**config.mk**
```make
export PLATFORM = sky130hd
export DESIGN_NAME = mem_access
export DESIGN_NICKNAME = d
export VERILOG_FILES = /design/src/verilog/isa_pkg.sv /design/src/verilog/mem_access.sv
export SDC_FILE = /design/constraint.sdc
export NUM_CORES = 1
export LEC_CHECK = 0
export ABC_CLOCK_PERIOD_IN_PS = 1080
export BUFFER_PORTS_ARGS = -buffer_cell sky130_fd_sc_hd__buf_2
export CAP_MARGIN = 20
export CORE_AREA = 2 2 39 41
export CTS_BUF_LIST = sky130_fd_sc_hd__clkbuf_4
export DETAILED_ROUTE_END_ITERATION = 10
export DIE_AREA = 0 0 41 43
export GPL_ROUTABILITY_DRIVEN = 0
export PLACE_DENSITY_LB_ADDON = 0.05
export SYNTH_ARGS = -nofsm -noshare
export SYNTH_HDL_FRONTEND = slang
export SYNTH_SLANG_ARGS = --single-unit
```
**constraint.sdc**
```tcl
create_clock -name clk -period 1.08 [get_ports clk]
set_clock_uncertainty 0.05 [all_clocks]
set_input_delay 0.054 -clock clk [delete_from_list [all_inputs] [get_ports clk]]
set_output_delay 0.054 -clock clk [all_outputs]
set_load 0.005 [all_outputs]
```
**src/verilog/isa_pkg.sv**
```systemverilog
package isa_pkg;

    // ALU operation, one per lane
    typedef enum logic [3:0] {
        ALU_ADD,
        ALU_SUB,
        ALU_AND,
        ALU_OR,
        ALU_XOR,
        ALU_SLL,
        ALU_SRL,
        ALU_SRA,
        ALU_SLT,
        ALU_SLTU,
        ALU_LUI                 // Passes the immediate
    } alu_op_e;

    // Lane B write-back source, chosen in MEM
    typedef enum logic [2:0] {
        WB_ALU,
        WB_LOAD,
        WB_MUL_LO,
        WB_MUL_HI,
        WB_CNT_LO,
        WB_CNT_HI
    } wb_sel_e;

    // Memory operation held in MEM
    typedef enum logic [1:0] {MEM_IDLE, MEM_LOAD, MEM_STORE} mem_op_e;

endpackage

```
**src/verilog/mem_access.sv**
```systemverilog
`timescale 1ns/1ps

module mem_access (
    input  logic clk,
    input  logic rst,
    input  logic mem_re,
    input  logic mem_we,
    input  logic mem_ready,
    output logic mem_rvalid,
    output logic mem_wvalid,
    output logic stall
);

    isa_pkg::mem_op_e pend_op;  // Operation sitting in MEM

    // Requests are level strobes straight from the lane B EX inputs
    assign mem_rvalid = mem_re;
    assign mem_wvalid = mem_we;

    always_ff @(posedge clk) begin
        if (rst) begin
            pend_op <= isa_pkg::MEM_IDLE;
        end else if (!stall) begin                  // Advancing edge
            if (mem_re)
                pend_op <= isa_pkg::MEM_LOAD;
            else if (mem_we)
                pend_op <= isa_pkg::MEM_STORE;
            else
                pend_op <= isa_pkg::MEM_IDLE;
        end
    end

    // Hold the whole pipe until memory answers
    assign stall = (pend_op != isa_pkg::MEM_IDLE) && !mem_ready;

    a_one_strobe: assert property (@(posedge clk) disable iff (rst)
        !(mem_rvalid && mem_wvalid))
        else $error("load and store strobes high together");

    // A stall can only start right after a request was taken
    a_stall_cause: assert property (@(posedge clk) disable iff (rst)
        $rose(stall) |-> $past(mem_rvalid || mem_wvalid))
        else $error("stall raised without a pending memory operation");

endmodule

```
* Word-level counts from Yosys, hierarchy flattened
Cells that the tools add are included.
W data, S select, Z words.
** Cells by class
- Bitwise gates (word level) :: 0
- Divide/modulo/power cells :: 0
- Multiplexer cells :: 2
- Eq/ne operators :: 0
- Reduce and logical (&&, ||, !) cells :: 3
- $mul :: 0
- Magnitude comparators :: 0
- Add/subtract/negate cells :: 0
- Shift-type cells :: 0
** Operators with widths (count)
- $mux W2 :: 2
- $reduce_bool A2 Y1 :: 1
- $logic_and A1 B1 Y1 :: 1
- $logic_not A1 Y1 :: 1
** Word-level totals
- Register bits :: 2
- Memories kept :: 0
- Bits of input ports :: 5
- Output and inout port bits :: 3
- Bits in latches :: 0
- RAM bits :: 0
- ROM bits :: 0
- Word-level logic and storage cells :: 6

* Logic depth before layout (Yosys ltp)
- Depth in word-level cells :: 2
- Depth in mapped cells :: 3
- Gate-level depth less buffers :: 3

* Least setup slack after synthesis
No wires, ideal clock.
- Path type :: register -> register
- From :: reg pend_op[0]
- To :: reg pend_op[1]
- Clock period less this slack :: 819 ps
- Cell stages (with the launch flop) :: 4
- Setup time :: 62 ps
- Arrival time :: 707 ps
- Buffers on the path :: 0
- Slack :: 261 ps
- Required time :: 968 ps
- Path through :: dfxtp_1 > nor2b_1 > o31a_1 > nor2_2
** Between the ends
- Word-level cells in the longest chain between the ends :: 2
** Ends and longest elaborated chain
- start: declaration :: line mem_access.sv:14 : isa_pkg::mem_op_e pend_op;
- start signal: assignment :: line mem_access.sv:22 : pend_op <= isa_pkg::MEM_IDLE;
- start signal: assignment :: line mem_access.sv:25 : pend_op <= isa_pkg::MEM_LOAD;
- start signal: assignment :: line mem_access.sv:27 : pend_op <= isa_pkg::MEM_STORE;
- $reduce_bool A2 Y1 :: line mem_access.sv:34 : assign stall = (pend_op != isa_pkg::MEM_IDLE) && !mem_ready;
- $logic_and A1 B1 Y1 :: line mem_access.sv:34
No other way between the ends.
A chain may end at the register's enable or synchronous reset.

* Worst setup path in the final report
- From :: reg pend_op[1]
- To :: out stall
** Between the ends
- Word-level cells in the longest chain between the ends :: 2
** Ends and longest elaborated chain
- $reduce_bool A2 Y1 :: line mem_access.sv:34
- $logic_and A1 B1 Y1 :: line mem_access.sv:34
- end: declaration :: line mem_access.sv:11 : output logic stall
No other way between the ends.

==> flow_summary.yaml <==
clock_network:
  post_cts_buffers: 0
  root_buffer: "clkbuf_4"
  cts.htree.levels: 1
  cts_sinks: 2
  clock_latency_ns: 0.22
  cts_buffers: 3
  cts_tree: "built"
  clock_path_buffers: 2
  clk_pin_slew_ns: 0.03
timing:
  drv_slew: 0
  setup_violations: 0
  worst_pin_slew_ns: 0.141
  setup-tns-final_ns: 0
  fin_crit_ns: 0.892
  relSlewSlack: 0.906
  fin_ws_ns: 0.188
  finalCritPeriodShare: 0.826
  rsz0062_at_grt: "false"
  fmax_mhz: 1120
  hold_viol: 0
drt:
  wirelength_um: 241
  dr.pass1.iters: 2
  met2_length_um: 99
  detail_route.iter0.violations: 2
  drc: 0
  wire_per_inst_um: 6.34
  wl_met1_um: 110
  top_layer: "met3"
  vias: 108
  vias_per_cell: 2.84
  wl_met3_um: 31
  drtAntennaViolNets: 0
grt:
  first_global_vias: 113
  antenna_found_initial: 0
  grt_usage: 0.0420
  grt_remaining_overflow: 0
  grt_max_degree: 4
  grt_pass1_wl_um: 386
logic_synthesis:
  synth-edff-count: 0
  synth_cell_type_count: 9
  syn_inst: 13
  synth-seq-cells: 2
  ys_async_sr_fraction: 0
  synth.most_common_cell: "nor2_1"
  synth_warnings: 0
  yosysSeqAreaShare: 0.390
  syn_area_per_cell_sq_um: 7.89
  synth_top_area_frac: 0.390
  ys.flop_type: "dfxtp_1"
  synth_area_leaders: "dfxtp_1 39%, buf_4 15%, nor2_1 11%"
  syn-num-nets: 18
  syn_area_sq_um: 103
  synth_commonest_cells: "3 x nor2_1, 2 x buf_4, 2 x dfxtp_1"
  yosysTopAreaCell: "dfxtp_1"
power_and_ir_drop:
  total_leakage_power_uw: 0.0000823
  switching_power_uw: 58.5
  seqPwrFrac: 0.291
  ir_drop_uv: 413
  power_uw: 280
  pwr-share-clk: 0.587
  netSwitchingFraction: 0.209
  combPwrFrac: 0.122
  p_int_uw: 221
  pwr_density_cell_nw_per_um2: 1600
job:
  cap_violations: 0
floorplan:
  io_pins: 8
  core_region_area_sq_um: 1380
  die_w_um: 41
  start_util: 0.0741
  die_area_sq_um: 1760
  num_rows: 14
  die_h_um: 43
layout:
  top_register: "pend_op"
  area_delta_synth_final_pct: 70.7
  nets: 29
  largest_register_ffs: 2
  design_area_sq_um: 175
  drive_gt1_frac: 0.545
  diodes: 0
  largestRegisters: "pend_op (2)"
placed_design:
  dpl_worst_slack_ns: 0.213
  place_area_sq_um: 143
  io_buffers: 7
hold_path:
  hp-class: "input pin to flop"
critical_path:
  worstSetupEndpointType: "primary output"
  worst_setup_path_start_kind: "flop"
  crit_fanout: 2
  crit_required_ns: 0.98
  crit_arrival_ns: 0.79
  worstSetupPathType: "flop to primary output"
run_status:
  status: "complete, no violations"
## final cells by class
type,instances,area (sq um)
clock buffer,3,22.5
sequential,2,40.0
timing repair buffer,8,45.0
inverter,1,3.75
fill,161,1210
tap,16,20.0
multi-input combinational,8,43.8
## power groups by stage
stage	combinational (uW)	sequential, uW	clock (uW)
floorplan	19.5	81.8	0
global placement	32.7	82.5	0
detailed placement	32.5	82.4	0
CTS	35.2	81.4	176
global route	38.8	81.5	194
finish	34.0	81.4	164
## critical path, stage by stage, from the launching register on
cell and delay, ns:
dfxtp_1 0.30, nor2_1 0.11, nor2_1 0.05, buf_2 0.12
## cells by family after synthesis
logic type             after synthesis  share of synthesized area
AO/OA/AOI/OAI                        2                      0.134
AND/OR/NAND/NOR                      6                      0.293
flip-flops                           2                      0.390
buffers and inverters                3                      0.183
## cells in the final DEF (no fill, tap or decap)
cell type	count
inv_2	1
clkbuf_4	3
nor2_1	3
o31a_1	1
dfxtp_1	2
nor2b_1	1
nor2_2	1
nand2b_1	1
buf_2	7
dlygate4sd3_1	1
a21oi_1	1
## layer usage
layer / track usage / up-vias
li1: - / 58
met1: 0.0350 / 44
met2: 0.0406 / 6
met3: 0.0471 / 0
met4: 0.0600 / 0
met5: 0 / -
## worst paths after layout
check / to / depth (start not counted) / slack (ns) / start
min reg2reg: pend_op[0] / 3 / 0.52 / pend_op[1]
max reg2reg: pend_op[1] / 3 / 0.22 / pend_op[0]
min: pend_op[0] / 3 / 0.05 / mem_re
max: stall / 3 / 0.19 / pend_op[1]
## stage by stage
stage / std cells / util / hold slack (ns)
after floorplan: 13 / - / 0.0709
after global placement: 34 / 0.103 / 0.191
after detailed placement: 34 / 0.103 / 0.186
after CTS: 38 / 0.127 / 0.0524
after global routing: 38 / 0.127 / 0.0638
final: 38 / 0.127 / 0.0532
## timing repair
action / CTS / global route
endpoints found under the hold margin: 2 / 0
hold buffers: 1 / 0
gates resized for setup: 0 / 0
(Power assumes the default switching activity.)
