`src/verilog/exec_defines.svh`:
```
`ifndef EXEC_DEFINES_SVH
`define EXEC_DEFINES_SVH

// Datapath and address width
`define XLEN 32

// Register file address width
`define REG_AW 5

// Free-running cycle counter width
`define CNT_W 64

// Data-memory address bits decoded by the memory model
`define MEM_AW 10

`endif

```
`src/verilog/isa_pkg.sv`:
```
package isa_pkg;

    // ALU operation, one per lane
    typedef enum logic [3:0] {
        ALU_ADD,
        ALU_SUB,
        ALU_AND,
        ALU_OR,
        ALU_XOR,
        ALU_SLL,
        ALU_SRL,
        ALU_SRA,
        ALU_SLT,
        ALU_SLTU,
        ALU_LUI                 // Passes the immediate
    } alu_op_e;

    // Lane B write-back source, chosen in MEM
    typedef enum logic [2:0] {
        WB_ALU,
        WB_LOAD,
        WB_MUL_LO,
        WB_MUL_HI,
        WB_CNT_LO,
        WB_CNT_HI
    } wb_sel_e;

    // Memory operation held in MEM
    typedef enum logic [1:0] {MEM_IDLE, MEM_LOAD, MEM_STORE} mem_op_e;

endpackage

```
`src/verilog/pipe_pkg.sv`:
```
`include "exec_defines.svh"

package pipe_pkg;

    // One register file write
    typedef struct packed {
        logic               we;
        logic [`REG_AW-1:0] addr;
        logic [`XLEN-1:0]   data;
    } rf_write_t;

    // EX-to-MEM payload of one lane
    typedef struct packed {
        rf_write_t         wr;      // Data holds the ALU result
        isa_pkg::wb_sel_e  wb_sel;  // Lane A is always alu
    } lane_ex_t;

    // Multiplier partial sums between EX and MEM
    typedef struct packed {
        logic [`CNT_W-1:0] hi_part;
        logic [`CNT_W-1:0] lo_part;
    } mul_part_t;

endpackage

```
`src/verilog/mul_split.sv`:
```
`timescale 1ns/1ps
`include "exec_defines.svh"

module mul_split (
    input  logic              clk,
    input  logic              rst,
    input  logic              stall,
    input  logic [`XLEN-1:0]  x,
    input  logic [`XLEN-1:0]  y,
    input  logic              is_signed,
    output logic [`CNT_W-1:0] product
);

    logic [`CNT_W-1:0]   x_ext;
    logic [`CNT_W-1:0]   y_ext;
    logic [`CNT_W-1:0]   x_hi;
    logic [`CNT_W-1:0]   x_lo;
    pipe_pkg::mul_part_t part_d;
    pipe_pkg::mul_part_t part_q;

    // Operands widened to the full product width
    assign x_ext = is_signed ? {{(`CNT_W-`XLEN){x[`XLEN-1]}}, x} : {{(`CNT_W-`XLEN){1'b0}}, x};
    assign y_ext = is_signed ? {{(`CNT_W-`XLEN){y[`XLEN-1]}}, y} : {{(`CNT_W-`XLEN){1'b0}}, y};

    // x split at bit 16, upper half keeps the sign
    assign x_hi = {{16{x_ext[`CNT_W-1]}}, x_ext[`CNT_W-1:16]};
    assign x_lo = {{(`CNT_W-16){1'b0}}, x_ext[15:0]};

    // Modulo 2^64 arithmetic gives the exact product either way
    assign part_d.hi_part = (x_hi * y_ext) << 16;
    assign part_d.lo_part = x_lo * y_ext;

    always_ff @(posedge clk) begin
        if (rst) begin
            part_q <= '0;
        end else if (!stall) begin
            part_q <= part_d;
        end
    end

    // MEM stage final sum
    assign product = part_q.hi_part + part_q.lo_part;

    // The multiply in MEM must see the same partials until the pipe moves
    a_part_hold: assert property (@(posedge clk) disable iff (rst)
        stall |=> $stable(part_q))
        else $error("mul_split partials changed across a stalled edge");

endmodule

```
`config.mk`:
```
export PLATFORM = sky130hd
export DESIGN_NAME = mul_split
export DESIGN_NICKNAME = d
export VERILOG_FILES = /design/src/verilog/isa_pkg.sv /design/src/verilog/pipe_pkg.sv /design/src/verilog/mul_split.sv
export VERILOG_INCLUDE_DIRS = /design/src /design/src/verilog
export SDC_FILE = /design/constraint.sdc
export NUM_CORES = 2
export LEC_CHECK = 0
export ABC_CLOCK_PERIOD_IN_PS = 9480
export BUFFER_PORTS_ARGS = -buffer_cell sky130_fd_sc_hd__buf_2
export CORE_MARGIN = 2
export CORE_UTILIZATION = 35
export CTS_CLUSTER_SIZE = 28
export DETAILED_ROUTE_END_ITERATION = 7
export PLACE_DENSITY = 0.56
export SLEW_MARGIN = 20
export SYNTH_ARGS = -nofsm -noshare
export SYNTH_HDL_FRONTEND = slang
export SYNTH_SLANG_ARGS = --single-unit
export TNS_END_PERCENT = 10
```
`constraint.sdc`:
```
create_clock -name clk -period 9.48 [get_ports clk]
set_clock_uncertainty 0.05 [all_clocks]
set_input_delay 0 -clock clk [delete_from_list [all_inputs] [get_ports clk]]
set_output_delay 0 -clock clk [all_outputs]
set_load 0.01 [all_outputs]
```
## Word level (Yosys, flattened, before mapping)

Cells that the tools add are included.

| cells by class | value |
|---|---|
| add/sub/neg operators | 1 |
| multipliers | 2 |
| multiplexer cells | 2 |

Operators with widths:

| kind | count |
|---|---|
| $mux W64 | 2 |
| $add A64 B64 Y64 | 1 |
| $mul A16 B64 Y64 | 1 |
| $mul A48 B64 Y48 | 1 |

| storage, ports and cells | value |
|---|---|
| word-level logic and storage cells | 7 |
| input port bits | 68 |
| flip-flop bits (word level) | 112 |

## Logic depth before layout (Yosys ltp)

| logic depth | value |
|---|---|
| depth after elaboration | 2 |
| depth in mapped cells | 32 |
| depth with buffers taken out | 30 |

## Worst setup path before layout

No wires, ideal clock.

| path | value |
|---|---|
| path type | input -> register |
| start point | input port x[31] |
| end point | register part_q[127] (netlist name) |
| data arrival time | 7561 ps |
| cell stages on the path | 29 |
| library setup time | 116 ps |
| buffers on the path | 2 |
| path slack | 1753 ps |
| cell sequence | and2_0 clkbuf_1 clkbuf_1 nand2_1 inv_1 fa_1 inv_1 fa_1 fa_1 fa_1 inv_1 fa_1 inv_1 fa_1 inv_1 fa_1 fa_1 fa_1 ha_1 a21oi_1 o21ai_0 nor2_1 a21o_1 a211oi_1 a21o_1 nand2_1 o2111a_1 mux2i_1 o211a_1 |

| between the ends | value |
|---|---|
| longest elaborated chain between the ends | 2 |

RTL lines:

| what | line | source |
|---|---|---|
| start: declaration | mul_split.sv:8 | `` input logic [`XLEN-1:0] x, `` |
| $mux W64 | mul_split.sv:22 | `` assign x_ext = is_signed ? {{(`CNT_W-`XLEN){x[`XLEN-1]}}, x} : {{(`CNT_W-`XLEN){1'b0}}, x}; `` |
| $mul A48 B64 Y48 | mul_split.sv:30 | `assign part_d.hi_part = (x_hi * y_ext) << 16;` |
| end signal: assignment | mul_split.sv:37 | `part_q <= part_d;` |
| end: declaration | mul_split.sv:19 | `pipe_pkg::mul_part_t part_q;` |

No other way between the ends.
A chain may end at the register's enable or synchronous reset.

## Worst setup path in the final report

Ends and elaborated chain as after synthesis.

==> out/qor.csv <==
metric,value,unit
status,completed,
drt_drc_violations_left,0,
fp.dieH,391,microns
arrival,8680,ps
reg_top3,part_q: 112 flops,
r2r_cells,3,
drv_cap,0,
die_w,391,microns
grt_pass1_vias,41434,
yosysMostFrequentCell,inv_1,
cts_tree,done,
synth_edf_count,0,
utilization,37.0,%
wirelength_met1,69400,microns
slowest_stage,fa_1,
r2r_setup_slack,8540,ps
endpoint_kind,flip-flop,
synth_area_leaders,"fa_1 (50%), inv_1 (9.9%), ha_1 (8.9%)",
cts-root-buf,clkbuf_16,
synth_cell_types,87,
largest_reg_flops,112,
synthesis.nets,7550,
syn_avg_cell_area,9.03,sq um
largest-register,part_q,
yosys-top-cells-count,"inv_1 (1,380), fa_1 (1,311), nand2_1 (812)",
wl_met2,69200,microns
critPathMaxStageDelay,530,ps
top_level_ports,132,
synth_adder_area_share,59.1,%
synthesis.area,52300,sq um
finalCritPeriodShare,89.0,%
cts_buffers,9,
fillers,15210,
route.met3.wl,8510,microns
grt.overflow.total,0,
crit_type,in -> reg,
nNetsFinal,7435,
dp_hpwl,128000,microns
ys_ff_latch,112,
ys.flop_type,dfxtp_1,
synth-xor-area-share,2.98,%
clock-sinks,112,
antenna_found_initial,15,
synth_top_family_by_area,adder cells,
holdPathStages,3,
yosys.area_share.simple,14.0,%
final.setup.tns,0,ps
drive_gt1_share,3.64,%
grt_start_max_net_pins,76,
wl_per_cell,19.7,microns
dieArea,153000,sq um
tightest_slew,1050,ps
worst-path-max-fanout,42,
wl,150000,microns
synth_area_leader_cell,fa_1,
rsz0062_at_grt,false,
vias_per_cell,4.95,
regToRegEndpoint,part_q[127],
rows,141,
clk_latency,380,ps
globalplace.congestion,0.957,
synth_compound_area_share,7.05,%
htreeDepth,3,
drt_iter0_drc,1926,
ys_async_sr_fraction,0,%
hold_start,stall,
vias,37741,
start_util,35.3,%
hold_viol,0,
max_slew_margin,28.4,%
required,9720,ps
synth.area.mux_share,0.366,%
period_needed,8440,ps
r2r_start,part_q[127],
crit_path_frequent_cell,fa_1,
yosysWarnings,0,
area_growth,4.68,%
cts_setup_buffers,0,
yosysSeqAreaShare,4.28,%
synth_top_cell_area_share,50.1,%
clk_pin_slew_worst_paths,90,ps
cp-start-kind,input port,
grt.total_usage,20.6,%
topRoutingLayerUsed,met5,
min_path_type,in -> reg,
min_to,part_q[52],
syn_inst,5798,
max_freq,118,MHz
dr.pass1.iters,5,
core_area,148000,sq um
grt_pass1_wl,244000,microns
cts.path.max_buffers,2,
setup_violations,0,
ant_nets,0,
port_buffers,131,
maxSlewViolCount,0,
final cells by class:
class	count	area [sq um]	share of cell area [%]
multi-input cells	4013	43700	79.8
well taps	1930	2410	4.41
inverters	1381	5180	9.46
clock buffers	9	225	0.411
flip-flops and latches	112	2240	4.09
repair buffers	166	938	1.71
diodes	4	10.0	0.0183
clock inverters	6	77.6	0.142
worst max-delay path by stage:
stage | from | slack [ps] | endpoint
2_1_floorplan | x[31] | 1750 | part_q[127]
3_3_place_gp | x[31] | 650 | part_q[127]
3_5_place_dp | x[31] | 700 | part_q[127]
4_1_cts | x[31] | 1060 | part_q[127]
5_1_grt | x[31] | 660 | part_q[127]
6_report | x[31] | 1040 | part_q[127]
timing repair:
item / 4_1_cts / 5_1_grt
hold endpoints to repair: 3 / 0
endpoints found under the setup margin: 0 / 0
gates resized for setup: 0 / 0
hold buffers: 1 / 0
per-stage QoR:
stage                     cell area, sq um  hold WS [ps]  worst slack (ps)  cells
after global routing                 54800          96.1               663   7617
after global placement               54500           369               645   7601
after floorplan                      52300           209              1750   5798
after detailed placement             54500           371               702   7601
final                                54800          83.2              1040   7621
after CTS                            54800          49.6              1060   7617
layer usage:
layer	global-route usage [%]	vias up
met5	0	-
met4	3.83	14
met3	2.68	146
met2	33.2	944
met1	29.9	19730
li1	-	16907
worst max-delay path, delay by kind of cell:
kind | cells | cell delay (ps)
adder cells (fa/ha/maj) | 9 | 4040
buffers and inverters | 5 | 950
AO/OA/AOI/OAI | 5 | 1500
multiplexers | 1 | 120
AND/OR/NAND/NOR | 6 | 1580
XOR/XNOR | 1 | 430
placed cells by master, fill, tap and decap left out, types with 6 or more instances in the layout:
cell	instances
inv_1	1380
fa_1	1311
or3_1	7
buf_4	35
a211oi_1	29
dfxtp_1	112
and2_1	416
a21oi_1	202
o21a_1	13
nand2_1	812
xnor2_1	133
o21bai_1	30
xor2_1	45
ha_1	373
mux2i_1	18
o211ai_1	14
nand4_1	20
a221o_1	6
a31oi_1	18
o22ai_1	8
and3_1	47
clkbuf_16	9
nand2b_1	12
o21ai_0	89
nor3_1	20
nand3_1	43
nor2_1	145
a221oi_1	6
a21o_1	87
nor2b_1	11
buf_2	129
logic make-up (layout without fill, tap and decap cells):
family / count (synthesis) / after routing
buf+inv: 1673 / 1562
xor+xnor: 178 / 178
flops: 112 / 112
fa+ha+maj: 1687 / 1687
simple gates: 1556 / 1556
other cells: 0 / 4
mux: 19 / 19
compound gates: 573 / 573
Power is left out: the tool's default activity adds up to more than one toggle a clock period on the data nets, which glitch-free logic cannot reach.
