File: config.mk
export PLATFORM = sky130hd
export DESIGN_NAME = stage_pipeline_flat
export DESIGN_NICKNAME = d
export VERILOG_FILES = /design/src/verilog/isa_pkg.sv /design/src/verilog/pipe_pkg.sv /design/src/verilog/bypass_if.sv /design/src/verilog/stage_pipeline.sv /design/src/flat_wrapper.sv
export VERILOG_INCLUDE_DIRS = /design/src /design/src/verilog
export SDC_FILE = /design/constraint.sdc
export NUM_CORES = 1
export LEC_CHECK = 0
export BUFFER_PORTS_ARGS = -buffer_cell sky130_fd_sc_hd__buf_2
export CAP_MARGIN = 15
export CORE_MARGIN = 2
export CORE_UTILIZATION = 50
export DETAILED_ROUTE_END_ITERATION = 8
export PLACE_DENSITY_LB_ADDON = 0.2
export SETUP_SLACK_MARGIN = 0.3
export SLEW_MARGIN = 20
export SYNTH_ARGS = -nofsm -noshare
export SYNTH_HDL_FRONTEND = slang
export SYNTH_SLANG_ARGS = --single-unit
File: constraint.sdc
create_clock -name clk -period 14.7 [get_ports clk]
set_input_delay 0.735 -clock clk [delete_from_list [all_inputs] [get_ports clk]]
set_output_delay 0.735 -clock clk [all_outputs]
set_load 0.03 [all_outputs]
File: src/verilog/exec_defines.svh
`ifndef EXEC_DEFINES_SVH
`define EXEC_DEFINES_SVH

// Datapath and address width
`define XLEN 32

// Register file address width
`define REG_AW 5

// Free-running cycle counter width
`define CNT_W 64

// Data-memory address bits decoded by the memory model
`define MEM_AW 10

`endif

File: src/verilog/isa_pkg.sv
package isa_pkg;

    // ALU operation, one per lane
    typedef enum logic [3:0] {
        ALU_ADD,
        ALU_SUB,
        ALU_AND,
        ALU_OR,
        ALU_XOR,
        ALU_SLL,
        ALU_SRL,
        ALU_SRA,
        ALU_SLT,
        ALU_SLTU,
        ALU_LUI                 // Passes the immediate
    } alu_op_e;

    // Lane B write-back source, chosen in MEM
    typedef enum logic [2:0] {
        WB_ALU,
        WB_LOAD,
        WB_MUL_LO,
        WB_MUL_HI,
        WB_CNT_LO,
        WB_CNT_HI
    } wb_sel_e;

    // Memory operation held in MEM
    typedef enum logic [1:0] {MEM_IDLE, MEM_LOAD, MEM_STORE} mem_op_e;

endpackage

File: src/verilog/pipe_pkg.sv
`include "exec_defines.svh"

package pipe_pkg;

    // One register file write
    typedef struct packed {
        logic               we;
        logic [`REG_AW-1:0] addr;
        logic [`XLEN-1:0]   data;
    } rf_write_t;

    // EX-to-MEM payload of one lane
    typedef struct packed {
        rf_write_t         wr;      // Data holds the ALU result
        isa_pkg::wb_sel_e  wb_sel;  // Lane A is always alu
    } lane_ex_t;

    // Multiplier partial sums between EX and MEM
    typedef struct packed {
        logic [`CNT_W-1:0] hi_part;
        logic [`CNT_W-1:0] lo_part;
    } mul_part_t;

endpackage

File: src/verilog/bypass_if.sv
`timescale 1ns/1ps

// Register writes in flight in MEM and WB, seen by the forwarding logic
interface bypass_if;

    pipe_pkg::rf_write_t mem_a;
    pipe_pkg::rf_write_t mem_b;     // Final lane B value after the write-back select
    pipe_pkg::rf_write_t wb_a;
    pipe_pkg::rf_write_t wb_b;

    modport src (
        output mem_a,
        output mem_b,
        output wb_a,
        output wb_b
    );

    modport snk (
        input mem_a,
        input mem_b,
        input wb_a,
        input wb_b
    );

endinterface

File: src/verilog/stage_pipeline.sv
`timescale 1ns/1ps
`include "exec_defines.svh"

module stage_pipeline (
    input  logic                clk,
    input  logic                rst,
    input  logic                stall,
    input  pipe_pkg::lane_ex_t  a_ex,
    input  pipe_pkg::lane_ex_t  b_ex,
    input  logic [`CNT_W-1:0]   product,
    input  logic [`XLEN-1:0]    mem_rdata,
    bypass_if.src               bus,
    output pipe_pkg::rf_write_t wb_a,
    output pipe_pkg::rf_write_t wb_b
);

    pipe_pkg::lane_ex_t  mem_a_q;
    pipe_pkg::lane_ex_t  mem_b_q;
    logic [`CNT_W-1:0]   cnt;
    logic [`CNT_W-1:0]   mem_cnt_q;  // Counter value as the instruction left EX
    logic [`XLEN-1:0]    mem_b_data;
    pipe_pkg::rf_write_t mem_b_wr;
    pipe_pkg::rf_write_t wb_a_q;
    pipe_pkg::rf_write_t wb_b_q;

    // Free-running, keeps counting through stalls
    always_ff @(posedge clk) begin
        if (rst)
            cnt <= '0;
        else
            cnt <= cnt + 1'b1;
    end

    // EX/MEM
    always_ff @(posedge clk) begin
        if (rst) begin
            mem_a_q.wr.we  <= 1'b0;
            mem_b_q.wr.we  <= 1'b0;
            mem_b_q.wb_sel <= isa_pkg::WB_ALU;
        end else if (!stall) begin
            mem_a_q   <= a_ex;
            mem_b_q   <= b_ex;
            mem_cnt_q <= cnt;
        end
    end

    // Lane B write-back source
    always_comb begin
        case (mem_b_q.wb_sel)
            isa_pkg::WB_ALU:    mem_b_data = mem_b_q.wr.data;
            isa_pkg::WB_LOAD:   mem_b_data = mem_rdata;     // Valid once mem_ready is high
            isa_pkg::WB_MUL_LO: mem_b_data = product[`XLEN-1:0];
            isa_pkg::WB_MUL_HI: mem_b_data = product[`CNT_W-1:`XLEN];
            isa_pkg::WB_CNT_LO: mem_b_data = mem_cnt_q[`XLEN-1:0];
            isa_pkg::WB_CNT_HI: mem_b_data = mem_cnt_q[`CNT_W-1:`XLEN];
            default:            mem_b_data = mem_b_q.wr.data;
        endcase
    end

    assign mem_b_wr = '{we: mem_b_q.wr.we, addr: mem_b_q.wr.addr, data: mem_b_data};

    // MEM/WB
    always_ff @(posedge clk) begin
        if (rst) begin
            wb_a_q.we <= 1'b0;
            wb_b_q.we <= 1'b0;
        end else if (!stall) begin
            wb_a_q <= mem_a_q.wr;
            wb_b_q <= mem_b_wr;
        end
    end

    assign bus.mem_a = mem_a_q.wr;
    assign bus.mem_b = mem_b_wr;
    assign bus.wb_a  = wb_a_q;
    assign bus.wb_b  = wb_b_q;

    assign wb_a = wb_a_q;
    assign wb_b = wb_b_q;

    // A waiting load must not leak stale read data into WB
    a_load_hold: assert property (@(posedge clk) disable iff (rst)
        (mem_b_q.wb_sel == isa_pkg::WB_LOAD && stall) |=> $stable(wb_b_q))
        else $error("MEM/WB changed while a load waited for memory");

endmodule
File: src/flat_wrapper.sv
// flat-port wrapper written by rule: the top's interface ports become plain ports
module stage_pipeline_flat 
  (clk, rst, stall, a_ex, b_ex, product, mem_rdata, wb_a, wb_b, bus_mem_a, bus_mem_b, bus_wb_a, bus_wb_b);
  bypass_if bus_i ();
  input  logic clk;
  input  logic rst;
  input  logic stall;
  input  pipe_pkg::lane_ex_t a_ex;
  input  pipe_pkg::lane_ex_t b_ex;
  input  logic [`CNT_W-1:0] product;
  input  logic [`XLEN-1:0] mem_rdata;
  output pipe_pkg::rf_write_t wb_a;
  output pipe_pkg::rf_write_t wb_b;
  output wire logic [$bits(bus_i.mem_a)-1:0] bus_mem_a;
  output wire logic [$bits(bus_i.mem_b)-1:0] bus_mem_b;
  output wire logic [$bits(bus_i.wb_a)-1:0] bus_wb_a;
  output wire logic [$bits(bus_i.wb_b)-1:0] bus_wb_b;
  assign bus_mem_a = bus_i.mem_a;
  assign bus_mem_b = bus_i.mem_b;
  assign bus_wb_a = bus_i.wb_a;
  assign bus_wb_b = bus_i.wb_b;
  stage_pipeline u_core (.clk(clk), .rst(rst), .stall(stall), .a_ex(a_ex), .b_ex(b_ex), .product(product), .mem_rdata(mem_rdata), .bus(bus_i), .wb_a(wb_a), .wb_b(wb_b));
endmodule
### Yosys cells after proc, flatten, opt, wreduce, memory -nomap -nowiden

Cells that the tools add are included.

* register bits after elaboration: 283
* input bits: 181
* output and inout port bits: 228
* logic and storage cells: 25

* add/sub/neg operators: 1
* eq/ne operators: 5
* mux-type cells: 1
* bitwise logic cells: 2
* reduce and logical (&&, ||, !) cells: 1

Operators with widths (number)
* $pmux 32 s5: 1
* $add 64x1->64 const B: 1
* $eq 3x2->1 const B: 2
* $eq 3x3->1 const B: 2
* $eq 3x1->1 const B: 1
* $not 1->1: 2
* $reduce_and 2->1: 1

### Logic depth before layout (Yosys ltp)

* depth after elaboration: 2
* depth in mapped cells: 7
* depth with buffers taken out: 6

### Worst setup path after synthesis

Ideal clock, no wire load.

* kind: input to register
* start point: input port rst
* end point: register u_core.mem_a_q (netlist bit u_core.bus.mem_a[0]), enable pin
* setup time: 0.789 ns
* data arrival time: 9.914 ns
* data required time: 13.911 ns
* setup slack: 3.997 ns
* stages: 3
* buffers on the path: 2
* cell sequence: clkbuf_1 > clkbuf_1 > nor2_1

* longest elaborated chain between the ends: 2

Ends and longest elaborated chain
* from (decl): line flat_wrapper.sv:6 `input logic rst;`
* $not 1->1 (no line)
* $reduce_and 2->1 (no line)
* to (decl): line stage_pipeline.sv:17 `pipe_pkg::lane_ex_t mem_a_q;`

Every way passes these cells.
A chain may end at the register's enable or synchronous reset.

### Worst setup path in the final report

* start point: register u_core.mem_b_q[1] (netlist name)
* end point: output port bus_mem_b[20]

* longest elaborated chain between the ends: 2
* elaborated cells on any way between the ends: 6
* those cells by class: eq/ne (5); mux (1)

Ends and longest elaborated chain
* from (decl): line stage_pipeline.sv:18 `pipe_pkg::lane_ex_t mem_b_q;`
* $eq 3x3->1 (tied with other cells): line stage_pipeline.sv:49 `case (mem_b_q.wb_sel)`
* $pmux 32 s5 (*): line stage_pipeline.sv:49
* to (decl): line flat_wrapper.sv:15 `output wire logic [$bits(bus_i.mem_b)-1:0] bus_mem_b;`

Mark *: on every way between the ends. The rest lies on a longest branch, timed or not.

==> impl_metrics.toml <==
[status]
outcome = "complete, no violations"

[sta]
post-route-period-util_pct = 31.9
maxSlewHeadroom_pct = 30.5
hold_viol = 0
max_freq_mhz = 213
finalCriticalPeriod_ns = 4.69
rsz0062_at_grt = "false"
worst_hold_slack_ns = 0.356
setup_tns_ns = 0
clock_skew_ns = 0.0143
drv_slew = 0
setup_viol = 0
max_slew.worst_pin.slew_ns = 1.03

[placement]
port_buffers = 405
placed_area_um2 = 13600
place_congestion = 0.856
dp_hpwl_mm = 24.9

[die]
die_w_um = 158
initial_core_util_pct = 50.7
fp.dieArea_um2 = 25000
rows = 56
pin_count = 409
core_area_um2 = 23400
die_h_um = 158

[clocking]
root_buffer = "clkbuf_16"
clockBufferDepth = 3
clkLatencyLatePin_ns = 0.55
cts_tree = "yes"
cts_made_buffers = 30
postCtsResizedCells = 0
htreeDepth = 1
cts_hold_buffers = 0
clock_sinks = 283
clk_pin_slew_ns = 0.06
post_cts_buffers = 0

[routing]
post_drt_via_cell_ratio = 5.37
drt_wl_total_mm = 34.3
detail-route-antenna-nets = 0
num_vias = 8805
drt_drc_violations_left = 0
drt_iter0_drc = 804
first_pass_iters = 5
wl_per_cell_um = 20.9

[grt]
antenna_found_initial = 2
grt_usage_pct = 25.6
grt_pass1_vias = 7998
grt_max_degree = 169
overflow = 0
grt_pass1_wl_mm = 47.7

[final_layout]
fillCellCount = 1932
nets = 1477
ff_latch_area_um2 = 7790
layout-drive-gt1-share_pct = 36.4
syn_to_final_growth_pct = 23.1
fin_area_um2 = 14600
multi_input_area_um2 = 3180

[worst_setup_path]
cp-start-kind = "flop"
crit_type = "reg2out"
r2r_slack_ns = 11.34
worstReg2RegEnd = "u_core.bus.wb_b[20]$_DFFE_PP_"
crit_top_cell = "buf_4"
timing.rr.start = "u_core.mem_b_q[1]$_SDFFE_PP0N_"
cp_slowest_cell = "o21a_1"
critPathRequiredTime_ns = 13.97
worstPathArrival_ns = 3.95
ff2ff_path_depth = 6
crit_path_max_incr_delay_ns = 0.76
crit_fanout = 46
end_kind = "output pin"
cp_cell_sequence = "buf_4 > buf_4 > or2_2 > o21a_1 > nor2_1 > a31oi_1 > buf_2"

[power_and_ir_drop]
p_per_area_nw_per_um2 = 130
p_leak_uw = 0.00568
p_int_uw = 1410
p_sw_uw = 499
swShare_pct = 26.2
combPwrFrac_pct = 12.6
ir_worst_vdd_mv = 0.0786
clock_power_share_pct = 39.4
finalPower_uw = 1910
seq_power_share_pct = 48.0

[yosys]
synth-simple-area-share_pct = 11.8
synth_seq_area_share_pct = 65.6
syn-num-nets = 1157
synth_largest_area_cell = "edfxtp_1"
synth_most_common_cell = "edfxtp_1"
synthCells = 975
yosys.area_share.xor_xnor_pct = 2.66
synth_area_per_cell_um2 = 12.2
ys_top_cells_by_count = "edfxtp_1 (212), nor2_1 (97), buf_4 (83)"
ys_ff_latch = 283
synth_compound_area_share_pct = 10.9
netlist_area_um2 = 11900
synth.area.mux_share_pct = 1.34
synth_top_area_share_pct = 53.7
synth-main-ff-cell = "edfxtp_1"
synth_edf_count = 212
synth_top_family_by_area = "simple AND/OR/NAND/NOR gates"
synth_area_leaders = "edfxtp_1 (54%), dfxtp_1 (12%), buf_4 (5.3%), nor2_1 (3.1%), a21oi_1 (2.7%)"
synth-adder-area-share_pct = 0.105
synthArstFlopShare_pct = 0
yosysWarnings = 0
synth.distinct_cells = 44

[min_path]
hp-class = "in2reg"
hold-path-cell-count = 1
holdPathEnd = "u_core.bus.mem_a[29]$_DFFE_PP_"
worstHoldStart = "a_ex[32]"

[run]
cap_violations = 0
[worst max path at each step]
stage	start	end	slack [ns]	depth (start not counted)
floorplan	rst	u_core.bus.mem_a[0]$_DFFE_PP_	4.00	3
global placement	u_core.mem_b_q[1]$_SDFFE_PP0N_	bus_mem_b[20]	10.58	7
detailed placement	u_core.mem_b_q[1]$_SDFFE_PP0N_	bus_mem_b[20]	10.60	7
CTS	u_core.mem_b_q[1]$_SDFFE_PP0N_	bus_mem_b[20]	10.01	7
global route	u_core.mem_b_q[1]$_SDFFE_PP0N_	bus_mem_b[20]	9.79	7
finish	u_core.mem_b_q[1]$_SDFFE_PP0N_	bus_mem_b[20]	10.01	7
[logic make-up (layout without fill, tap and decap cells)]
group / count (synthesis) / count (layout)
flops: 283 / 283
simple gates: 271 / 271
compound gates: 214 / 214
buf+inv: 156 / 500
xor+xnor: 36 / 36
mux: 14 / 14
fa+ha+maj: 1 / 1
other cells: 0 / 2
[critical path, delay by kind of cell, from the launching register on]
family | cells | cell delay [ns]
AO/OA/AOI/OAI | 2 | 1.16
AND/OR/NAND/NOR | 2 | 0.47
buffers and inverters | 3 | 1.09
flip-flops | 1 | 0.65
[flip-flops by register name, summed over array words and instances, names as in the netlist]
signal,count
u_core.bus.mem_b,6
u_core.bus.wb_a,38
u_core.bus.wb_b,38
u_core.cnt,64
u_core.mem_cnt_q,64
u_core.bus.mem_a,38
u_core.mem_b_q,35
[layer usage]
layer	share of wire, %	GRT usage (%)	vias up
met5	0	0	-
met1	40	33.6	4229
li1	-	-	4151
met2	50	42.2	367
met3	7.5	5.04	58
met4	3.2	9.44	0
[placed cells by master (no fill, tap or decap), drive strengths merged, types with 4 or more instances in the layout]
cell type and instances:
and2 5, xor2 22, nor3 5, o21bai 9, nand4 30, mux2i 8
nor2b 28, o21a 5, o22a 4, buf 417, nand2 33, mux2 5
a221oi 9, a21oi 65, or3 24, inv 28, clkbuf 33, and3 8
nor4 7, nand3 26, o22ai 21, o21ai 62, clkinvlp 5, a221o 9
a22oi 18, edfxtp 212, clkinv 14, xnor2 14, a31oi 10, dfxtp 71
nor2 97
[power groups by stage]
| stage | clock (uW) | combinational, uW | sequential (uW) |
|---|---|---|---|
| after global placement | 0 | 238 | 930 |
| after floorplan | 0 | 128 | 967 |
| after CTS | 761 | 241 | 915 |
| final | 750 | 240 | 915 |
| after detailed placement | 0 | 240 | 931 |
| after global routing | 788 | 256 | 918 |
[area by class of cell]
cell class / instances / share of cell area, %
clock buffers: 33 / 5.43
clock inverters: 23 / 1.35
multi-input cells: 536 / 21.8
flip-flops and latches: 283 / 53.4
diodes: 2 / 0.0343
well taps: 319 / 2.73
inverters: 27 / 0.694
repair buffers: 417 / 14.6
[per-stage QoR]
step                      setup WS, ns  instances  util, %
after floorplan                   4.00        975        -
after global placement           10.58       1582     58.1
after detailed placement         10.60       1582     58.1
after CTS                        10.01       1638     62.4
after global routing              9.79       1640     62.4
final                            10.01       1640     62.4
Power figures use the tool's default switching activity.
