**src/verilog/exec_defines.svh**
```systemverilog
`ifndef EXEC_DEFINES_SVH
`define EXEC_DEFINES_SVH

// Datapath and address width
`define XLEN 32

// Register file address width
`define REG_AW 5

// Free-running cycle counter width
`define CNT_W 64

// Data-memory address bits decoded by the memory model
`define MEM_AW 10

`endif

```
**src/verilog/isa_pkg.sv**
```systemverilog
package isa_pkg;

    // ALU operation, one per lane
    typedef enum logic [3:0] {
        ALU_ADD,
        ALU_SUB,
        ALU_AND,
        ALU_OR,
        ALU_XOR,
        ALU_SLL,
        ALU_SRL,
        ALU_SRA,
        ALU_SLT,
        ALU_SLTU,
        ALU_LUI                 // Passes the immediate
    } alu_op_e;

    // Lane B write-back source, chosen in MEM
    typedef enum logic [2:0] {
        WB_ALU,
        WB_LOAD,
        WB_MUL_LO,
        WB_MUL_HI,
        WB_CNT_LO,
        WB_CNT_HI
    } wb_sel_e;

    // Memory operation held in MEM
    typedef enum logic [1:0] {MEM_IDLE, MEM_LOAD, MEM_STORE} mem_op_e;

endpackage

```
**src/verilog/pipe_pkg.sv**
```systemverilog
`include "exec_defines.svh"

package pipe_pkg;

    // One register file write
    typedef struct packed {
        logic               we;
        logic [`REG_AW-1:0] addr;
        logic [`XLEN-1:0]   data;
    } rf_write_t;

    // EX-to-MEM payload of one lane
    typedef struct packed {
        rf_write_t         wr;      // Data holds the ALU result
        isa_pkg::wb_sel_e  wb_sel;  // Lane A is always alu
    } lane_ex_t;

    // Multiplier partial sums between EX and MEM
    typedef struct packed {
        logic [`CNT_W-1:0] hi_part;
        logic [`CNT_W-1:0] lo_part;
    } mul_part_t;

endpackage

```
**src/verilog/bypass_if.sv**
```systemverilog
`timescale 1ns/1ps

// Register writes in flight in MEM and WB, seen by the forwarding logic
interface bypass_if;

    pipe_pkg::rf_write_t mem_a;
    pipe_pkg::rf_write_t mem_b;     // Final lane B value after the write-back select
    pipe_pkg::rf_write_t wb_a;
    pipe_pkg::rf_write_t wb_b;

    modport src (
        output mem_a,
        output mem_b,
        output wb_a,
        output wb_b
    );

    modport snk (
        input mem_a,
        input mem_b,
        input wb_a,
        input wb_b
    );

endinterface

```
**src/verilog/operand_bypass.sv**
```systemverilog
`timescale 1ns/1ps
`include "exec_defines.svh"

module operand_bypass (
    input  logic [`XLEN-1:0]   a_src1,
    input  logic [`XLEN-1:0]   a_src2,
    input  logic [`XLEN-1:0]   b_src1,
    input  logic [`XLEN-1:0]   b_src2,
    input  logic [`REG_AW-1:0] a_raddr1,
    input  logic [`REG_AW-1:0] a_raddr2,
    input  logic [`REG_AW-1:0] b_raddr1,
    input  logic [`REG_AW-1:0] b_raddr2,
    bypass_if.snk              bus,
    output logic [`XLEN-1:0]   a_opnd1,
    output logic [`XLEN-1:0]   a_opnd2,
    output logic [`XLEN-1:0]   b_opnd1,
    output logic [`XLEN-1:0]   b_opnd2
);

    // Youngest matching write wins, lane B is younger within a pair
    function automatic logic [`XLEN-1:0] pick(
        input logic [`XLEN-1:0]   raw,
        input logic [`REG_AW-1:0] addr,
        input pipe_pkg::rf_write_t m_b,
        input pipe_pkg::rf_write_t m_a,
        input pipe_pkg::rf_write_t w_b,
        input pipe_pkg::rf_write_t w_a
    );
        logic [`XLEN-1:0] val;
        val = raw;
        if (addr != '0) begin                               // r0 is hardwired
            if (m_b.we && m_b.addr == addr)
                val = m_b.data;
            else if (m_a.we && m_a.addr == addr)
                val = m_a.data;
            else if (w_b.we && w_b.addr == addr)
                val = w_b.data;
            else if (w_a.we && w_a.addr == addr)
                val = w_a.data;
        end
        return val;
    endfunction

    assign a_opnd1 = pick(a_src1, a_raddr1, bus.mem_b, bus.mem_a, bus.wb_b, bus.wb_a);
    assign a_opnd2 = pick(a_src2, a_raddr2, bus.mem_b, bus.mem_a, bus.wb_b, bus.wb_a);
    assign b_opnd1 = pick(b_src1, b_raddr1, bus.mem_b, bus.mem_a, bus.wb_b, bus.wb_a);
    assign b_opnd2 = pick(b_src2, b_raddr2, bus.mem_b, bus.mem_a, bus.wb_b, bus.wb_a);

endmodule

```
**src/flat_wrapper.sv**
```systemverilog
// flat-port wrapper written by rule: the top's interface ports become plain ports
module operand_bypass_flat 
  (a_src1, a_src2, b_src1, b_src2, a_raddr1, a_raddr2, b_raddr1, b_raddr2, a_opnd1, a_opnd2, b_opnd1, b_opnd2, bus_mem_a, bus_mem_b, bus_wb_a, bus_wb_b);
  bypass_if bus_i ();
  input  logic [`XLEN-1:0] a_src1;
  input  logic [`XLEN-1:0] a_src2;
  input  logic [`XLEN-1:0] b_src1;
  input  logic [`XLEN-1:0] b_src2;
  input  logic [`REG_AW-1:0] a_raddr1;
  input  logic [`REG_AW-1:0] a_raddr2;
  input  logic [`REG_AW-1:0] b_raddr1;
  input  logic [`REG_AW-1:0] b_raddr2;
  output logic [`XLEN-1:0] a_opnd1;
  output logic [`XLEN-1:0] a_opnd2;
  output logic [`XLEN-1:0] b_opnd1;
  output logic [`XLEN-1:0] b_opnd2;
  input wire logic [$bits(bus_i.mem_a)-1:0] bus_mem_a;
  input wire logic [$bits(bus_i.mem_b)-1:0] bus_mem_b;
  input wire logic [$bits(bus_i.wb_a)-1:0] bus_wb_a;
  input wire logic [$bits(bus_i.wb_b)-1:0] bus_wb_b;
  assign bus_i.mem_a = bus_mem_a;
  assign bus_i.mem_b = bus_mem_b;
  assign bus_i.wb_a = bus_wb_a;
  assign bus_i.wb_b = bus_wb_b;
  operand_bypass u_core (.a_src1(a_src1), .a_src2(a_src2), .b_src1(b_src1), .b_src2(b_src2), .a_raddr1(a_raddr1), .a_raddr2(a_raddr2), .b_raddr1(b_raddr1), .b_raddr2(b_raddr2), .bus(bus_i), .a_opnd1(a_opnd1), .a_opnd2(a_opnd2), .b_opnd1(b_opnd1), .b_opnd2(b_opnd2));
endmodule
```
**config.mk**
```make
export PLATFORM = sky130hd
export DESIGN_NAME = operand_bypass_flat
export DESIGN_NICKNAME = d
export VERILOG_FILES = /design/src/verilog/isa_pkg.sv /design/src/verilog/pipe_pkg.sv /design/src/verilog/bypass_if.sv /design/src/verilog/operand_bypass.sv /design/src/flat_wrapper.sv
export VERILOG_INCLUDE_DIRS = /design/src /design/src/verilog
export SDC_FILE = /design/constraint.sdc
export NUM_CORES = 1
export LEC_CHECK = 0
export BUFFER_PORTS_ARGS = -buffer_cell sky130_fd_sc_hd__buf_2
export CORE_AREA = 2 2 165 167
export DETAILED_ROUTE_END_ITERATION = 6
export DIE_AREA = 0 0 167 169
export PLACE_DENSITY_LB_ADDON = 0.25
export SLEW_MARGIN = 40
export SYNTH_ARGS = -nofsm -noshare
export SYNTH_HDL_FRONTEND = slang
export SYNTH_SLANG_ARGS = --single-unit
```
**constraint.sdc**
```tcl
create_clock -name vclk -period 6.9
set_clock_uncertainty 0.15 [all_clocks]
set_input_delay 1.035 -clock vclk [all_inputs]
set_output_delay 1.035 -clock vclk [all_outputs]
set_load 0.05 [all_outputs]
```
# == Word level (Yosys, flattened, before mapping) ==
# Cells that the tools add are included.
# op_classes
muxes,20
n_eq_ne,16
reduce_logical,20
# op_table
op,count
$mux W32,20
$eq A5 B5 Y1,16
$reduce_bool A5 Y1,4
$logic_and A1 B1 Y1,16
# word_totals
output_inout_bits,128
input_bits,300
reg_bits,0
word_cells,56

# == Logic depth before layout (Yosys ltp) ==
# Gate-level depths: netlist of run 1.
# depth
ltp_word,7
mapped_depth,8
depth_no_buf,5

# == Worst setup path after synthesis of run 1 ==
# Ideal clock, no wire load.
# synth_path
path_type,input to output
start,input port b_raddr1[3]
end,output port b_opnd1[22]
t_arrival_ns,3.202
path_buffers,3
path_stages,8
required_time_ns,5.715
slack_ns,2.513
path_cell_list,buf_2 > or4_4 > or2_1 > buf_6 > nand4_4 > buf_6 > o2111ai_1 > o22ai_1
# synth_between
elab_chain_cells,7
word_cells_on_any_way,14
cone_classes,eq/ne (4); mux (5); reduce/logical (5)
# synth_lines
element,line_no,rtl
from (decl),flat_wrapper.sv:11,input logic [`REG_AW-1:0] b_raddr1;
$eq A5 B5 Y1,operand_bypass.sv:38,else if (w_a.we && w_a.addr == addr)
$logic_and A1 B1 Y1,operand_bypass.sv:38,
$mux W32,operand_bypass.sv:38,
$mux W32,operand_bypass.sv:36,else if (w_b.we && w_b.addr == addr)
$mux W32,operand_bypass.sv:34,else if (m_a.we && m_a.addr == addr)
$mux W32,operand_bypass.sv:32,if (m_b.we && m_b.addr == addr)
$mux W32 (*),operand_bypass.sv:31,if (addr != '0) begin
to (decl),flat_wrapper.sv:15,output logic [`XLEN-1:0] b_opnd1;
# Every way passes the cells marked *; elsewhere a longest branch is shown, timed or not.

# == Worst setup path in the final report of run 1 ==
# layout_path
start,input port b_raddr1[0]
end,output port b_opnd1[13]
# Same word-level chain as after synthesis.

==> results of run 1 <==
-- worst paths after layout --
check | from | end | slack [ps] | cells after the start
setup / recovery | b_raddr1[0] | b_opnd1[13] | 1850 | 8
hold / removal | bus_mem_a[31] | b_opnd2[31] | 2430 | 4
-- worst max-delay path, stage by stage --
cell and delay [ps]:
buf_2 160, or4_4 610, or2_2 530, buf_16 250, nand4_4 450, o21ai_0 150, o22ai_1 320, buf_2 330
-- metrics by stage --
| step | util, % | setup WS (ps) |
|---|---|---|
| floorplan | - | 2510 |
| global placement | 40.4 | 1930 |
| detailed placement | 40.7 | 1900 |
| CTS | 40.7 | 1890 |
| global route | 41.0 | 1810 |
| finish | 41.0 | 1850 |
-- cells in the mapped netlist --
cell	instances
buf_6	5
o22ai_1	128
or4_1	1
nor3_2	3
buf_1	11
o21ai_1	2
nand3_1	6
xnor2_1	16
or4_4	1
and3b_1	1
nand2_1	70
nand2b_1	64
nor4_4	5
o2111ai_1	5
nand4_4	1
a32o_1	1
o21ai_0	5
a211oi_1	5
xor2_1	64
nor3_1	35
and2_1	5
nand4_1	2
buf_2	32
o311ai_0	42
a21oi_1	251
a41o_1	1
o211ai_1	1
nand4b_1	2
clkbuf_2	1
nor2_1	43
or3_1	5
clkbuf_1	141
nor4_1	5
and2_0	1
a21boi_0	123
and3_1	135
a31o_2	1
or2_1	1
nand3b_1	94
o311ai_1	80
-- report_power, final --
part | internal, uW | switching (uW) | total (uW)
sequential | 0 | 0 | 0
clock | 0.0000194 | 0 | 0.0000194
combinational | 290 | 779 | 1070
total | 290 | 779 | 1070
-- cell type report --
cell class / count / area (um2) / area share (%)
Timing Repair Buffer: 452 / 2390 / 22.0
Multi-Input combinational cell: 1205 / 8060 / 74.1
Antenna cell: 1 / 2.50 / 0.0230
Tap cell: 341 / 427 / 3.92
-- cells in the final DEF (no fill, tap or decap), types with 3 or more instances in the layout --
cell,count
buf_4,21
nor4_4,5
nand2_4,3
nand3_4,5
buf_2,427
xor2_4,3
a21oi_1,251
xnor2_1,15
and3_4,3
or3_1,5
a21boi_0,123
nor3_4,3
nand2b_1,64
o2111ai_1,5
and2_4,4
nand3b_1,94
o311ai_1,80
a211oi_1,5
nand2_1,67
nor2_1,41
o22ai_1,128
and3_2,4
xor2_1,61
o311ai_0,42
buf_16,3
and3_1,128
nor4_1,5
nor3_1,35
o21ai_0,5
-- metal layers --
metal / track usage [%] / up-vias / routed length [um]
met5: 0 / - / 0
met2: 57.4 / 1391 / 23900
met3: 7.39 / 326 / 7110
met1: 44.4 / 6500 / 20000
li1: - / 5918 / -
met4: 19.5 / 0 / 3540
-- kinds of logic (layout without fill, tap and decap cells) --
logic type	after synthesis	after routing	synth area share, %
xor+xnor	80	80	8.15
buf+inv	190	452	9.21
simple gates	480	480	33.8
other cells	0	1	0
compound gates	645	645	48.9
==> results.yml, run 1 <==
clock_network:
  cts_hold_buf: 0
  cts_setup_buffers: 0
  cts_resized: 0
layout:
  layout.cells.non_filler: 1999
  area_growth_pct: 26.5
  drive_gt1_share_pct: 29.9
  clock_buffers: 0
  stdcell_area_um2: 10900
  nets: 1959
  seqCellArea_um2: 0
  seq_cells: 0
  n_fill_cell: 2917
sta:
  worst_pin_slew_ps: 896
  fin_worst_hold_slack_ps: 2430
  rsz0062_at_grt: "false"
  maxSlewHeadroom_pct: 40.2
  period_needed_ps: 5050
  fmax_ghz: 0.198
  tns_ps: 0
  slew_violations: 0
  setup_viol: 0
  finalHoldViolations: 0
  finalCritPeriodShare_pct: 73.2
logic_synthesis:
  synth_cells: 1395
  yosys_warnings: 0
  synth_cell_types: 40
  syn-cell-area_um2: 8600
  synthTopCellsByArea: "a21oi_1, a21boi_0, and3_1"
  synth.avg_cell_area_um2: 6.16
  synthesis.nets: 1695
  synth_top_area_share_pct: 14.6
  yosys.area.top_type: "a21oi_1"
  seq_area_frac_synth_pct: 0
route:
  drt_iter0_drc: 2166
  drc: 5
  ant_nets: 0
  via_per_inst: 7.07
  dr.pass1.iters: 7
  wl_per_cell_um: 27.3
  num_vias: 14135
  wirelength_mm: 54.6
outcome:
  status: "finished with violations"
  violations: "design-rule violations"
power_and_ir_drop:
  pwr_density_cell_nw_per_um2: 98.3
  p_leak_uw: 0.00443
  ir_worst_vdd_uv: 59.5
  total_power_uw: 1070
grt:
  first_global_vias: 13678
  grtUsageTotal_pct: 35.6
  overflow: 0
  grt_pass1_wl_mm: 80.0
  antenna_found_initial: 1
  grt_max_degree: 65
place:
  io_buffers: 428
  hpwl_mm: 36.6
  placed_cell_area_um2: 10800
  gp_congestion: 0.936
  dpl.cell_count: 1996
flow_run:
  max_cap_violations: 0
setup_path:
  critPathLaunchType: "primary input"
  end_kind: "output port"
  cp_max_fo: 37
  worst_ep_arrival_time_ps: 3860
  worstSetupPathType: "primary input to output port"
  critPathRequiredTime_ps: 5710
die:
  die-area_um2: 28200
  pin_count: 428
  die_y_um: 169
  initial_core_util_pct: 32.4
  rows: 60
  coreArea_um2: 26500
  die_w_um: 167
hold_path:
  hp-class: "primary input to output port"
Note: power is estimated with default switching activity, not from simulation.
==> run 2: changes to the inputs <==
ABC_AREA = 1   (was default)
CORE_AREA = 2 2 167 169   (was 2 2 165 167)
DIE_AREA = 0 0 169 171   (was 0 0 167 169)
clock period = 4.1 ns   (was 6.9 ns; I/O delays follow)
==> results.yml, run 2 <==
sta:
  slew_violations: 0
  maxSlewHeadroom_pct: 55.7
  worst_pin_slew_ps: 664
  tns_ps: 0
  fmax_ghz: 0.286
  finalCritPeriodShare_pct: 85.3
  finalHoldViolations: 0
  fin_worst_hold_slack_ps: 1490
  period_needed_ps: 3500
  setup_viol: 0
  rsz0062_at_grt: "false"
setup_path:
  worst_ep_arrival_time_ps: 2730
  critPathRequiredTime_ps: 3340
  end_kind: "output port"
  crit_slowest_cell: "nand3_2"
  worstSetupPathType: "primary input to output port"
  critPathMaxStageDelay_ps: 370
  cp_cell_sequence: "buf_2 -> inv_2 -> nand2_1 -> nand3_1 -> inv_1 -> nand3_2 -> buf_4 -> nand2_1 -> nand3_1 -> nand3_1 -> nand2_1 -> a21oi_1 -> buf_2"
  critPathLaunchType: "primary input"
  cp_max_fo: 13
layout:
  layout_common_cells: "nand2_1, buf_2, nand3_1"
  area_growth_pct: 25.6
  clock_buffers: 0
  n_fill_cell: 3213
  seq_cells: 0
  nets: 2670
  layout_commonest_cell: "nand2_1"
  seqCellArea_um2: 0
  multi_input_area_um2: 8420
  drive_gt1_share_pct: 26.4
route:
  num_vias: 16279
  drt_iter0_drc: 2431
  ant_nets: 0
  wl_per_cell_um: 22.0
  wirelength_mm: 59.9
  dr.pass1.iters: 5
  drc: 0
  via_per_inst: 5.99
logic_synthesis:
  yosys_warnings: 0
  yosys.area.top_type: "nand2_1"
  synth_cells: 2056
  syn-cell-area_um2: 9660
  synth_most_common_cell: "nand2_1"
  synthesis.nets: 2356
  synth_top_area_share_pct: 26.6
  synthTopCellsByArea: "nand2_1, nand3_1, nor2_1"
  synth_cell_types: 29
  synth.avg_cell_area_um2: 4.70
  ys_top_cells_by_count: "nand2_1, nand3_1, nor2_1"
  seq_area_frac_synth_pct: 0
power_and_ir_drop:
  pwr_density_cell_nw_per_um2: 158
  internal_power_uw: 481
  p_sw_uw: 1430
  ir_worst_vdd_uv: 78.9
  clkPwrFrac_pct: 0
  swShare_pct: 74.9
  combPwrFrac_pct: 100.0
  seq_power_share_pct: 0
  p_leak_uw: 0.00697
place:
  gp_congestion: 1.04
  hpwl_mm: 43.7
  io_buffers: 428
outcome:
  status: "complete, no violations"
hold_path:
  hp-class: "primary input to output port"
die:
  rows: 61
  pin_count: 428
  coreArea_um2: 27300
  die_w_um: 169
  die-area_um2: 28900
  initial_core_util_pct: 35.4
  die_y_um: 171
clock_network:
  cts_resized: 0
  cts_hold_buf: 0
  cts_setup_buffers: 0
grt:
  grtUsageTotal_pct: 39.2
  grt_pass1_wl_mm: 88.5
  grt_max_degree: 65
  first_global_vias: 14834
  overflow: 0
  antenna_found_initial: 6
flow_run:
  max_cap_violations: 0
[run 2: cell types whose count changed after synthesis, sizes merged, moves of 84 or more]
cell,previous run,this run
and3,135,0
o311ai,122,0
nand2,70,717
nand4,3,130
nand3,6,401
a21boi,123,0
clkbuf,142,58
inv,0,143
nand3b,94,0
a21oi,251,149
o22ai,128,17
nor2,43,297
[run 2: worst max-delay path, delay by kind of cell]
kind / cells / cell delay, ps
AO/OA/AOI/OAI: 1 / 140
buffers and inverters: 5 / 1090
AND/OR/NAND/NOR: 7 / 870
[run 2: logic make-up after synthesis]
group	Yosys count	share of synthesized area [%]
simple gates	1552	74.5
xor+xnor	12	1.09
compound gates	185	10.3
buf+inv	307	14.0
[run 2: area by class of cell]
| class | instances | area share (%) |
|---|---|---|
| Inverter | 143 | 4.42 |
| Multi-Input combinational cell | 1749 | 69.4 |
| Antenna cell | 3 | 0.0618 |
| Tap cell | 346 | 3.57 |
| Timing Repair Buffer | 476 | 22.6 |
[run 2: through the flow]
step	utilization (%)	instance area [um2]	power (uW)	worst slack [ps]	instances
after floorplan	-	9660	1190	936	2056
after global placement	44.4	12100	1870	701	2714
after detailed placement	44.4	12100	1860	686	2714
after CTS	44.4	12100	1870	680	2714
after global routing	44.4	12100	2010	428	2716
final	44.4	12100	1910	603	2717
[run 2: power groups by stage]
stage,clock network [uW],logic (uW),registers [uW]
finish,0.0000981,1910,0
global route,0.0000654,2010,0
CTS,0,1870,0
detailed placement,0,1860,0
global placement,0,1870,0
floorplan,0,1190,0
[run 2: worst paths after layout]
kind              cells after the start  slack, ps           to   startpoint
setup / recovery                     13        600  b_opnd2[16]  b_raddr2[1]
hold / removal                        4       1490  b_opnd1[31]   b_src1[31]
[run 2: routing by layer]
| metal | global-route usage, % | vias to the layer above | wire [um] |
|---|---|---|---|
| li1 | - | 7394 | - |
| met1 | 51.5 | 7308 | 23000 |
| met2 | 61.7 | 1327 | 25900 |
| met3 | 8.17 | 244 | 7760 |
| met4 | 18.0 | 6 | 3190 |
| met5 | 0 | - | 35 |
